## config.mk

```make
export PLATFORM = sky130hd
export DESIGN_NAME = soc_top
export DESIGN_NICKNAME = d
export VERILOG_FILES = /design/src/hw/soc_pkg.sv /design/src/hw/pi1_if.sv /design/src/hw/rst_sequencer.sv /design/src/hw/activity_led.sv /design/src/hw/dev_table.sv /design/src/hw/gpio_port.sv /design/src/hw/pi1_router.sv /design/src/hw/soc_top.sv
export SDC_FILE = /design/constraint.sdc
export NUM_CORES = 1
export LEC_CHECK = 0
export ABC_AREA = 1
export BUFFER_PORTS_ARGS = -buffer_cell sky130_fd_sc_hd__buf_2
export CAP_MARGIN = 20
export CORE_AREA = 2 2 121 123
export DETAILED_ROUTE_END_ITERATION = 6
export DIE_AREA = 0 0 123 125
export RECOVER_POWER = 25
export SKIP_LAST_GASP = 1
export SYNTH_ARGS = -nofsm -noshare
export SYNTH_HDL_FRONTEND = slang
export SYNTH_SLANG_ARGS = --single-unit
```

## constraint.sdc

```tcl
create_clock -name clk100mhz -period 3.8 [get_ports clk100mhz]
set_input_delay 0.19 -clock clk100mhz [delete_from_list [all_inputs] [get_ports clk100mhz]]
set_output_delay 0.19 -clock clk100mhz [all_outputs]
set_load 0.005 [all_outputs]
```

## src/hw/soc_pkg.sv

```systemverilog
/* SoC shared definitions: PI1 bus types, op codes, address map and
   device descriptor constants. */
`default_nettype none

package soc_pkg;

	typedef logic [31:0] arch_data_t;
	typedef logic [29:0] arch_addr_t; // Word address.
	typedef logic [3:0] arch_sel_t;
	typedef logic [1:0] pi1_op_t;

	localparam pi1_op_t PI1_OP_NONE = 2'b00;
	localparam pi1_op_t PI1_OP_WRITE = 2'b01;
	localparam pi1_op_t PI1_OP_READ = 2'b10; // 2'b11 is taken as no operation.

	// Word base of each device window.
	localparam arch_addr_t DEVTBL_BASE = 30'd0;
	localparam arch_addr_t GPIO_BASE = 30'd1024;

	localparam arch_data_t DEV_MAPSZ = 32'd4096; // Window size in bytes.

	localparam arch_data_t DEVID_DEVTBL = 32'd1;
	localparam arch_data_t DEVID_GPIO = 32'd2;
	localparam arch_data_t DEV_COUNT = 32'd2;

	localparam int GPIO_COUNT = 8;

endpackage

`default_nettype wire

```

## src/hw/pi1_if.sv

```systemverilog
/* PI1 device link: one registered request from the router and the
   device's same-cycle read data. */
`default_nettype none
`timescale 1ns/1ps

interface pi1_if import soc_pkg::*; ();

	pi1_op_t op;
	arch_addr_t addr; // Offset inside the device window.
	arch_data_t wdata;
	arch_sel_t sel;
	arch_data_t rdata;

	modport router (
		output op, addr, wdata, sel,
		input rdata
	);

	modport device (
		input op, addr, wdata, sel,
		output rdata
	);

endinterface

`default_nettype wire

```

## src/hw/rst_sequencer.sv

```systemverilog
/* Reset sequencer: power-on and warm reset countdown plus a power-off
   latch that holds the system in reset until the board reset. */
`default_nettype none
`timescale 1ns/1ps

module rst_sequencer #(
	parameter int RST_CNTR_BITSZ = 16
) (
	input wire clk100mhz,
	input wire rst_p,
	input wire [1:0] swrst_i,
	output logic sys_rst_o
);

	logic [RST_CNTR_BITSZ-1:0] cntr_q;
	logic pwr_off_q;
	logic warm_rst;
	logic pwr_off;

	// Both bits set would be a cold reset, not supported here.
	assign warm_rst = (swrst_i == 2'b10);
	assign pwr_off = (swrst_i == 2'b01);

	always_ff @(posedge clk100mhz) begin
		if (rst_p || warm_rst)
			cntr_q <= '1;
		else if (cntr_q != '0)
			cntr_q <= cntr_q - 1'b1;
	end

	always_ff @(posedge clk100mhz) begin
		if (rst_p)
			pwr_off_q <= 1'b0;
		else if (pwr_off)
			pwr_off_q <= 1'b1; // Held until the board reset.
	end

	assign sys_rst_o = (cntr_q != '0) || pwr_off_q;

	a_pwr_off_holds: assert property (@(posedge clk100mhz) disable iff (rst_p)
		pwr_off_q |=> (pwr_off_q && sys_rst_o));

endmodule

`default_nettype wire

```

## src/hw/activity_led.sv

```systemverilog
/* Activity LED: one-cycle blink per bus request, then a hold-off while
   the counter runs down. */
`default_nettype none
`timescale 1ns/1ps

module activity_led #(
	parameter int ACTIVITY_CNTR_BITSZ = 7
) (
	input wire clk100mhz,
	input wire sys_rst_i,
	input wire trigger_i,
	output logic activity_o
);

	logic [ACTIVITY_CNTR_BITSZ-1:0] cntr_q;

	always_ff @(posedge clk100mhz) begin
		if (sys_rst_i) begin
			activity_o <= 1'b0;
			cntr_q <= '0;
		end else if (cntr_q != '0) begin
			activity_o <= 1'b0;
			cntr_q <= cntr_q - 1'b1; // Triggers are ignored meanwhile.
		end else if (trigger_i) begin
			activity_o <= 1'b1;
			cntr_q <= '1;
		end
	end

endmodule

`default_nettype wire

```

## src/hw/dev_table.sv

```systemverilog
/* Device table: read-only descriptors of the mapped devices and the
   software reset register. */
`default_nettype none
`timescale 1ns/1ps

module dev_table import soc_pkg::*; (
	input wire clk100mhz,
	input wire sys_rst_i,
	pi1_if.device bus_i,
	output logic [1:0] swrst_o
);

	logic [1:0] swrst_q;
	logic rst_wr;

	assign rst_wr = (bus_i.op == PI1_OP_WRITE) && (bus_i.addr == 30'd1) && bus_i.sel[0];

	always_ff @(posedge clk100mhz) begin
		if (sys_rst_i)
			swrst_q <= 2'b00; // Any reset it caused also ends the request.
		else if (rst_wr)
			swrst_q <= bus_i.wdata[1:0];
	end

	always_comb begin
		case (bus_i.addr)
		30'd0: bus_i.rdata = DEV_COUNT;
		30'd1: bus_i.rdata = {30'b0, swrst_q};
		30'd2: bus_i.rdata = DEVID_DEVTBL;
		30'd3: bus_i.rdata = DEV_MAPSZ;
		30'd4: bus_i.rdata = DEVID_GPIO;
		30'd5: bus_i.rdata = DEV_MAPSZ;
		default: bus_i.rdata = '0;
		endcase
	end

	assign swrst_o = swrst_q;

endmodule

`default_nettype wire

```

## src/hw/gpio_port.sv

```systemverilog
/* GPIO port: two-stage input synchronizer and an output register,
   both reachable over the bus. */
`default_nettype none
`timescale 1ns/1ps

module gpio_port import soc_pkg::*; #(
	parameter int IOCOUNT = GPIO_COUNT
) (
	input wire clk100mhz,
	input wire sys_rst_i,
	pi1_if.device bus_i,
	input wire [IOCOUNT-1:0] gp_i,
	output logic [IOCOUNT-1:1] gp_o
);

	logic [IOCOUNT-1:0] sync1_q;
	logic [IOCOUNT-1:0] sync2_q;
	logic [IOCOUNT-1:1] out_q; // Bit 0 is reserved.
	logic out_wr;

	always_ff @(posedge clk100mhz) begin
		sync1_q <= gp_i;
		sync2_q <= sync1_q;
	end

	assign out_wr = (bus_i.op == PI1_OP_WRITE) && (bus_i.addr == 30'd1) && bus_i.sel[0];

	always_ff @(posedge clk100mhz) begin
		if (sys_rst_i)
			out_q <= '0;
		else if (out_wr)
			out_q <= bus_i.wdata[IOCOUNT-1:1];
	end

	always_comb begin
		case (bus_i.addr)
		30'd0: bus_i.rdata = arch_data_t'(sync2_q);
		30'd1: bus_i.rdata = arch_data_t'({out_q, 1'b0});
		default: bus_i.rdata = '0;
		endcase
	end

	assign gp_o = out_q;

endmodule

`default_nettype wire

```

## src/hw/pi1_router.sv

```systemverilog
/* PI1 router. Takes one master request at a time, decodes the address map
   and returns the selected device's read data; unmapped words read zero. */
`default_nettype none
`timescale 1ns/1ps

module pi1_router import soc_pkg::*; (
	input wire clk100mhz,
	input wire sys_rst_i,
	input wire pi1_op_t pi1_op_i,
	input wire arch_addr_t pi1_addr_i,
	input wire arch_data_t pi1_data_i,
	input wire arch_sel_t pi1_sel_i,
	output arch_data_t pi1_data_o,
	output logic pi1_rdy_o,
	output logic accept_o,
	pi1_if.router devtbl_o,
	pi1_if.router gpio_o
);

	localparam arch_addr_t MAP_WORDS = arch_addr_t'(DEV_MAPSZ >> 2);

	typedef enum logic [1:0] {RT_RESET, RT_IDLE, RT_BUSY} rt_state_t;

	rt_state_t state_q;
	pi1_op_t req_op_q;
	arch_addr_t req_addr_q;
	arch_data_t req_wdata_q;
	arch_sel_t req_sel_q;
	logic hit_devtbl_q;
	logic hit_gpio_q;
	arch_data_t rdata_q;
	arch_addr_t off_devtbl;
	arch_addr_t off_gpio;
	logic hit_devtbl;
	logic hit_gpio;
	logic op_valid;

	assign op_valid = (pi1_op_i == PI1_OP_WRITE) || (pi1_op_i == PI1_OP_READ);
	assign accept_o = pi1_rdy_o && op_valid;

	// Below-base addresses wrap to large offsets and miss.
	assign off_devtbl = pi1_addr_i - DEVTBL_BASE;
	assign off_gpio = pi1_addr_i - GPIO_BASE;
	assign hit_devtbl = off_devtbl < MAP_WORDS;
	assign hit_gpio = off_gpio < MAP_WORDS;

	always_ff @(posedge clk100mhz) begin
		if (sys_rst_i) begin
			state_q <= RT_RESET;
		end else if (state_q == RT_IDLE) begin
			if (accept_o)
				state_q <= RT_BUSY;
		end else begin
			state_q <= RT_IDLE; // Access lasts exactly one cycle.
		end
	end

	always_ff @(posedge clk100mhz) begin
		if (accept_o) begin
			req_op_q <= pi1_op_i;
			req_addr_q <= hit_gpio ? off_gpio : off_devtbl;
			req_wdata_q <= pi1_data_i;
			req_sel_q <= pi1_sel_i;
			hit_devtbl_q <= hit_devtbl;
			hit_gpio_q <= hit_gpio;
		end
		if (state_q == RT_BUSY && req_op_q == PI1_OP_READ)
			rdata_q <= hit_devtbl_q ? devtbl_o.rdata : (hit_gpio_q ? gpio_o.rdata : '0);
	end

	assign devtbl_o.op = (state_q == RT_BUSY && hit_devtbl_q) ? req_op_q : PI1_OP_NONE;
	assign devtbl_o.addr = req_addr_q;
	assign devtbl_o.wdata = req_wdata_q;
	assign devtbl_o.sel = req_sel_q;

	assign gpio_o.op = (state_q == RT_BUSY && hit_gpio_q) ? req_op_q : PI1_OP_NONE;
	assign gpio_o.addr = req_addr_q;
	assign gpio_o.wdata = req_wdata_q;
	assign gpio_o.sel = req_sel_q;

	assign pi1_rdy_o = (state_q == RT_IDLE) && !sys_rst_i; // No requests taken in reset.
	assign pi1_data_o = rdata_q;

	// Master never waits more than one cycle once the system is out of reset.
	a_rdy_one_cycle: assert property (@(posedge clk100mhz) disable iff (sys_rst_i)
		!pi1_rdy_o |=> pi1_rdy_o);

endmodule

`default_nettype wire

```

## src/hw/soc_top.sv

```systemverilog
/* Board-level top: reset sequencer, PI1 router with device table and GPIO,
   and the activity LED, with the master bus on plain ports. */
`default_nettype none
`timescale 1ns/1ps

module soc_top import soc_pkg::*; #(
	parameter int RST_CNTR_BITSZ = 16,
	parameter int ACTIVITY_CNTR_BITSZ = 7,
	localparam int IOCOUNT = GPIO_COUNT
) (
	input wire clk100mhz,
	input wire rst_p,
	input wire pi1_op_t pi1_op_i,
	input wire arch_addr_t pi1_addr_i,
	input wire arch_data_t pi1_data_i,
	input wire arch_sel_t pi1_sel_i,
	output arch_data_t pi1_data_o,
	output logic pi1_rdy_o,
	input wire [IOCOUNT-1:0] gp_i,
	output logic [IOCOUNT-1:1] gp_o,
	output logic activity_o,
	output logic sys_rst_o
);

	logic [1:0] swrst;
	logic accept;

	pi1_if if_devtbl ();
	pi1_if if_gpio ();

	rst_sequencer #(
		.RST_CNTR_BITSZ(RST_CNTR_BITSZ)
	) u_rst_seq (
		.clk100mhz(clk100mhz),
		.rst_p(rst_p),
		.swrst_i(swrst),
		.sys_rst_o(sys_rst_o)
	);

	pi1_router u_router (
		.clk100mhz(clk100mhz),
		.sys_rst_i(sys_rst_o),
		.pi1_op_i(pi1_op_i),
		.pi1_addr_i(pi1_addr_i),
		.pi1_data_i(pi1_data_i),
		.pi1_sel_i(pi1_sel_i),
		.pi1_data_o(pi1_data_o),
		.pi1_rdy_o(pi1_rdy_o),
		.accept_o(accept),
		.devtbl_o(if_devtbl.router),
		.gpio_o(if_gpio.router)
	);

	dev_table u_devtbl (
		.clk100mhz(clk100mhz),
		.sys_rst_i(sys_rst_o),
		.bus_i(if_devtbl.device),
		.swrst_o(swrst)
	);

	gpio_port #(
		.IOCOUNT(IOCOUNT)
	) u_gpio (
		.clk100mhz(clk100mhz),
		.sys_rst_i(sys_rst_o),
		.bus_i(if_gpio.device),
		.gp_i(gp_i),
		.gp_o(gp_o)
	);

	activity_led #(
		.ACTIVITY_CNTR_BITSZ(ACTIVITY_CNTR_BITSZ)
	) u_led (
		.clk100mhz(clk100mhz),
		.sys_rst_i(sys_rst_o),
		.trigger_i(accept),
		.activity_o(activity_o)
	);

endmodule

`default_nettype wire

```

==> flow_summary_export.csv <==
group,metric,value,unit
run_status,outcome,"finished, final reports clean",
grt,grt_start_max_net_pins,22,
floorplan,num_rows,44,
worst_setup_path,ff2ff_path_depth,10,
yosys,synth_warnings,0,
grt,grt.overflow.total,0,
cts,cts_sinks,104,
cts,root_buffer,"clkbuf_16",
floorplan,dieArea,0.0154,mm2
grt,track_usage,0.130,
sta,tns,0,ns
power,max-vdd-ir-drop,0.000163,V
cts,postCtsSetupBuffers,0,
floorplan,die_x,123,um
worst_setup_path,start_kind,"flop",
grt,grt_pass1_vias,3489,
floorplan,io_pins,120,
worst_setup_path,path_delay_family,"simple AND/OR/NAND/NOR gates",
yosys,syn_area_per_cell,8.49,um2
cts,cts_resized,0,
drt,antenna_left,0,
worst_setup_path,slowest_delay,0.35,ns
sta,slew_headroom,0.630,
floorplan,core_area,0.0142,mm2
power,power.switching,436,uW
placement,io_buffers,69,
yosys,yosysMostFrequentCell,"nand2_1",
job,max_cap_violations,0,
grt,antenna_found_initial,2,
worst_setup_path,crit_arrival,2.45,ns
yosys,synth_edf_count,52,
cts,insertion_delay,0.34,ns
cts,numCtsBuffers,9,
worst_setup_path,crit_fanout,21,
power,power_frac_clock,0.407,
power,p_sw_frac,0.201,
yosys,syn_area,0.00482,mm2
drt,drc_errors,0,
sta,drv_slew,0,
worst_setup_path,path_common_cell,"inv_2",
yosys,synth.area.top_cells,"edfxtp_1 32%, dfxtp_1 22%, nand2_1 9.6%, nor2_1 6.9%, inv_1 5.0%",
drt,dr.pass1.iters,4,
cts,h-tree-depth,3,
sta,clock.fmax,413,MHz
grt,grt_pass1_wl,15800,um
yosys,syn_inst,567,
worst_setup_path,path_class,"reg -> reg",
drt,routed_wl,9570,um
sta,hold_viol,0,
worst_setup_path,required,3.83,ns
cells_and_area,layout-drive-gt1-share,0.149,
power,sequentialPowerShare,0.548,
cts,cts_tree,"yes",
drt,drt_iter0_markers,175,
yosys,synth_seq_area_share,0.540,
yosys,ys_types,38,
cells_and_area,synthToLayoutAreaGrowth,16.1,%
worst_setup_path,slowest_stage,"and3_2",
worst_hold_path,hp-class,"in -> reg",
yosys,synth_top_area_share,0.324,
placement,finalWeightedCongestion,0.832,
drt,route.vias.total,3677,
power,p_per_area,388,mW/mm2
sta,worstMarginPinSlew,0.555,ns
yosys,ys_async_sr_fraction,0,
drt,via_per_inst,4.44,
yosys,ys_ff_latch,104,
sta,setup_violations,0,
sta,rsz0062_at_grt,"false",
worst_hold_path,holdPathStages,1,
cts,cts_hold_buf,8,
worst_setup_path,cp_cell_sequence,"inv_1, ha_1, nand3_1, inv_2, nand3_2, nor2_4, nand2_4, inv_2, and3_2, buf_4",
worst_setup_path,crit_path_end_kind,"flop",
power,combPwrFrac,0.045,
sta,fin_skew,0.00717,ns
sta,min_period_over_period,0.637,
cts,clockBufferDepth,2,
sta,hold_ws,0.0219,ns
floorplan,start_util,0.339,
worst_setup_path,path_depth,10,
power,intPower,1740,uW
cts,path_clk_slew,0.06,ns
floorplan,die_h,125,um
yosys,synth_top_cell_by_area,"edfxtp_1",
sta,final.min_clock_period,2.42,ns
yosys,synth_common_cells,"123 x nand2_1, 89 x nor2_1, 64 x inv_1, 52 x dfxtp_1, 52 x edfxtp_1",
power,leakage,0.00243,uW
worst_setup_path,path_buf_inv,4,
drt,wl_per_cell,11.5,um
cells_and_area,nNetsFinal,721,
placement,hpwl,7600,um
yosys,synthFlopType,"edfxtp_1",
## cell usage in the layout (no fill, tap or decap), types with 4 or more instances in the layout
| cell type | n |
|---|---|
| a21oi_1 | 16 |
| dfxtp_1 | 52 |
| clkbuf_16 | 9 |
| edfxtp_1 | 52 |
| nand2_1 | 123 |
| nor3_1 | 7 |
| nand4_1 | 9 |
| nor2_1 | 89 |
| o211ai_1 | 4 |
| xor2_1 | 4 |
| inv_2 | 5 |
| dlygate4sd3_1 | 8 |
| ha_1 | 4 |
| nand3_1 | 43 |
| conb_1 | 23 |
| clkbuf_1 | 23 |
| buf_2 | 48 |
| o21ai_0 | 14 |
| inv_1 | 64 |
| nor2_2 | 5 |
| buf_4 | 4 |
| nor2_4 | 4 |
## sequential cells by signal, summed over array words and instances (netlist names), 2 cells and up
register and count:
u_router.devtbl_o.wdata 8, u_gpio.sync1_q 8, u_led.cntr_q 7, u_router.state_q 2, u_router.req_op_q 2, u_gpio.gp_o 7
u_router.pi1_data_o 9, u_gpio.sync2_q 8, u_devtbl.swrst_o 2, u_router.devtbl_o.addr 30, u_rst_seq.cntr_q 16
## layer usage
metal | GRT usage | part of all wire | wire (um)
met2 | 0.218 | 0.47 | 4540
met5 | 0 | 0.0014 | 13
met3 | 0.0370 | 0.065 | 618
met1 | 0.155 | 0.44 | 4210
met4 | 0.0501 | 0.019 | 182
## power by group through the flow
stage	clock network (uW)	logic [uW]	registers, uW
global route	955	113	1190
global placement	0	92.9	1210
finish	884	97.3	1190
detailed placement	0	94.8	1220
floorplan	0	68.0	1210
CTS	915	101	1190
## cell type report
type | instances | area [um2]
Clock buffer | 11 | 233
Sequential cell | 104 | 2600
Tap cell | 184 | 230
Fill cell | 1494 | 8610
Multi-Input combinational cell | 374 | 1780
Antenna cell | 1 | 2.50
Timing Repair Buffer | 81 | 429
Clock inverter | 5 | 57.6
Inverter | 69 | 259
## worst paths after layout
| check | to | slack [ns] | start |
|---|---|---|---|
| worst min-delay path | u_router.devtbl_o.addr[4] | 0.02 | pi1_addr_i[4] |
| worst min register to register | u_gpio.sync2_q[2] | 0.33 | u_gpio.sync1_q[2] |
| worst max-delay path | u_router.devtbl_o.addr[23] | 1.38 | u_rst_seq.cntr_q[0] |
| worst max register to register | u_router.devtbl_o.addr[23] | 1.38 | u_rst_seq.cntr_q[0] |
## logic make-up after synthesis
group                    share of synthesized area
AND/OR/NAND/NOR                              0.288
buffers and inverters                        0.108
flip-flops                                   0.540
AO/OA/AOI/OAI                               0.0431
XOR/XNOR                                   0.00909
adder cells (fa/ha/maj)                     0.0104
other                                     0.000779
## stage by stage
| stage | util | power (uW) | cell area, um2 | std cells | worst slack, ns |
|---|---|---|---|---|---|
| 2_1_floorplan | - | 1280 | 4900 | 589 | 1.55 |
| 3_3_place_gp | 0.369 | 1310 | 5240 | 804 | 1.37 |
| 3_5_place_dp | 0.369 | 1310 | 5240 | 804 | 1.33 |
| 4_1_cts | 0.395 | 2210 | 5610 | 828 | 1.34 |
| 5_1_grt | 0.393 | 2260 | 5590 | 828 | 1.15 |
| 6_report | 0.393 | 2170 | 5590 | 829 | 1.38 |
No activity file was read; power rests on OpenSTA's default activity.
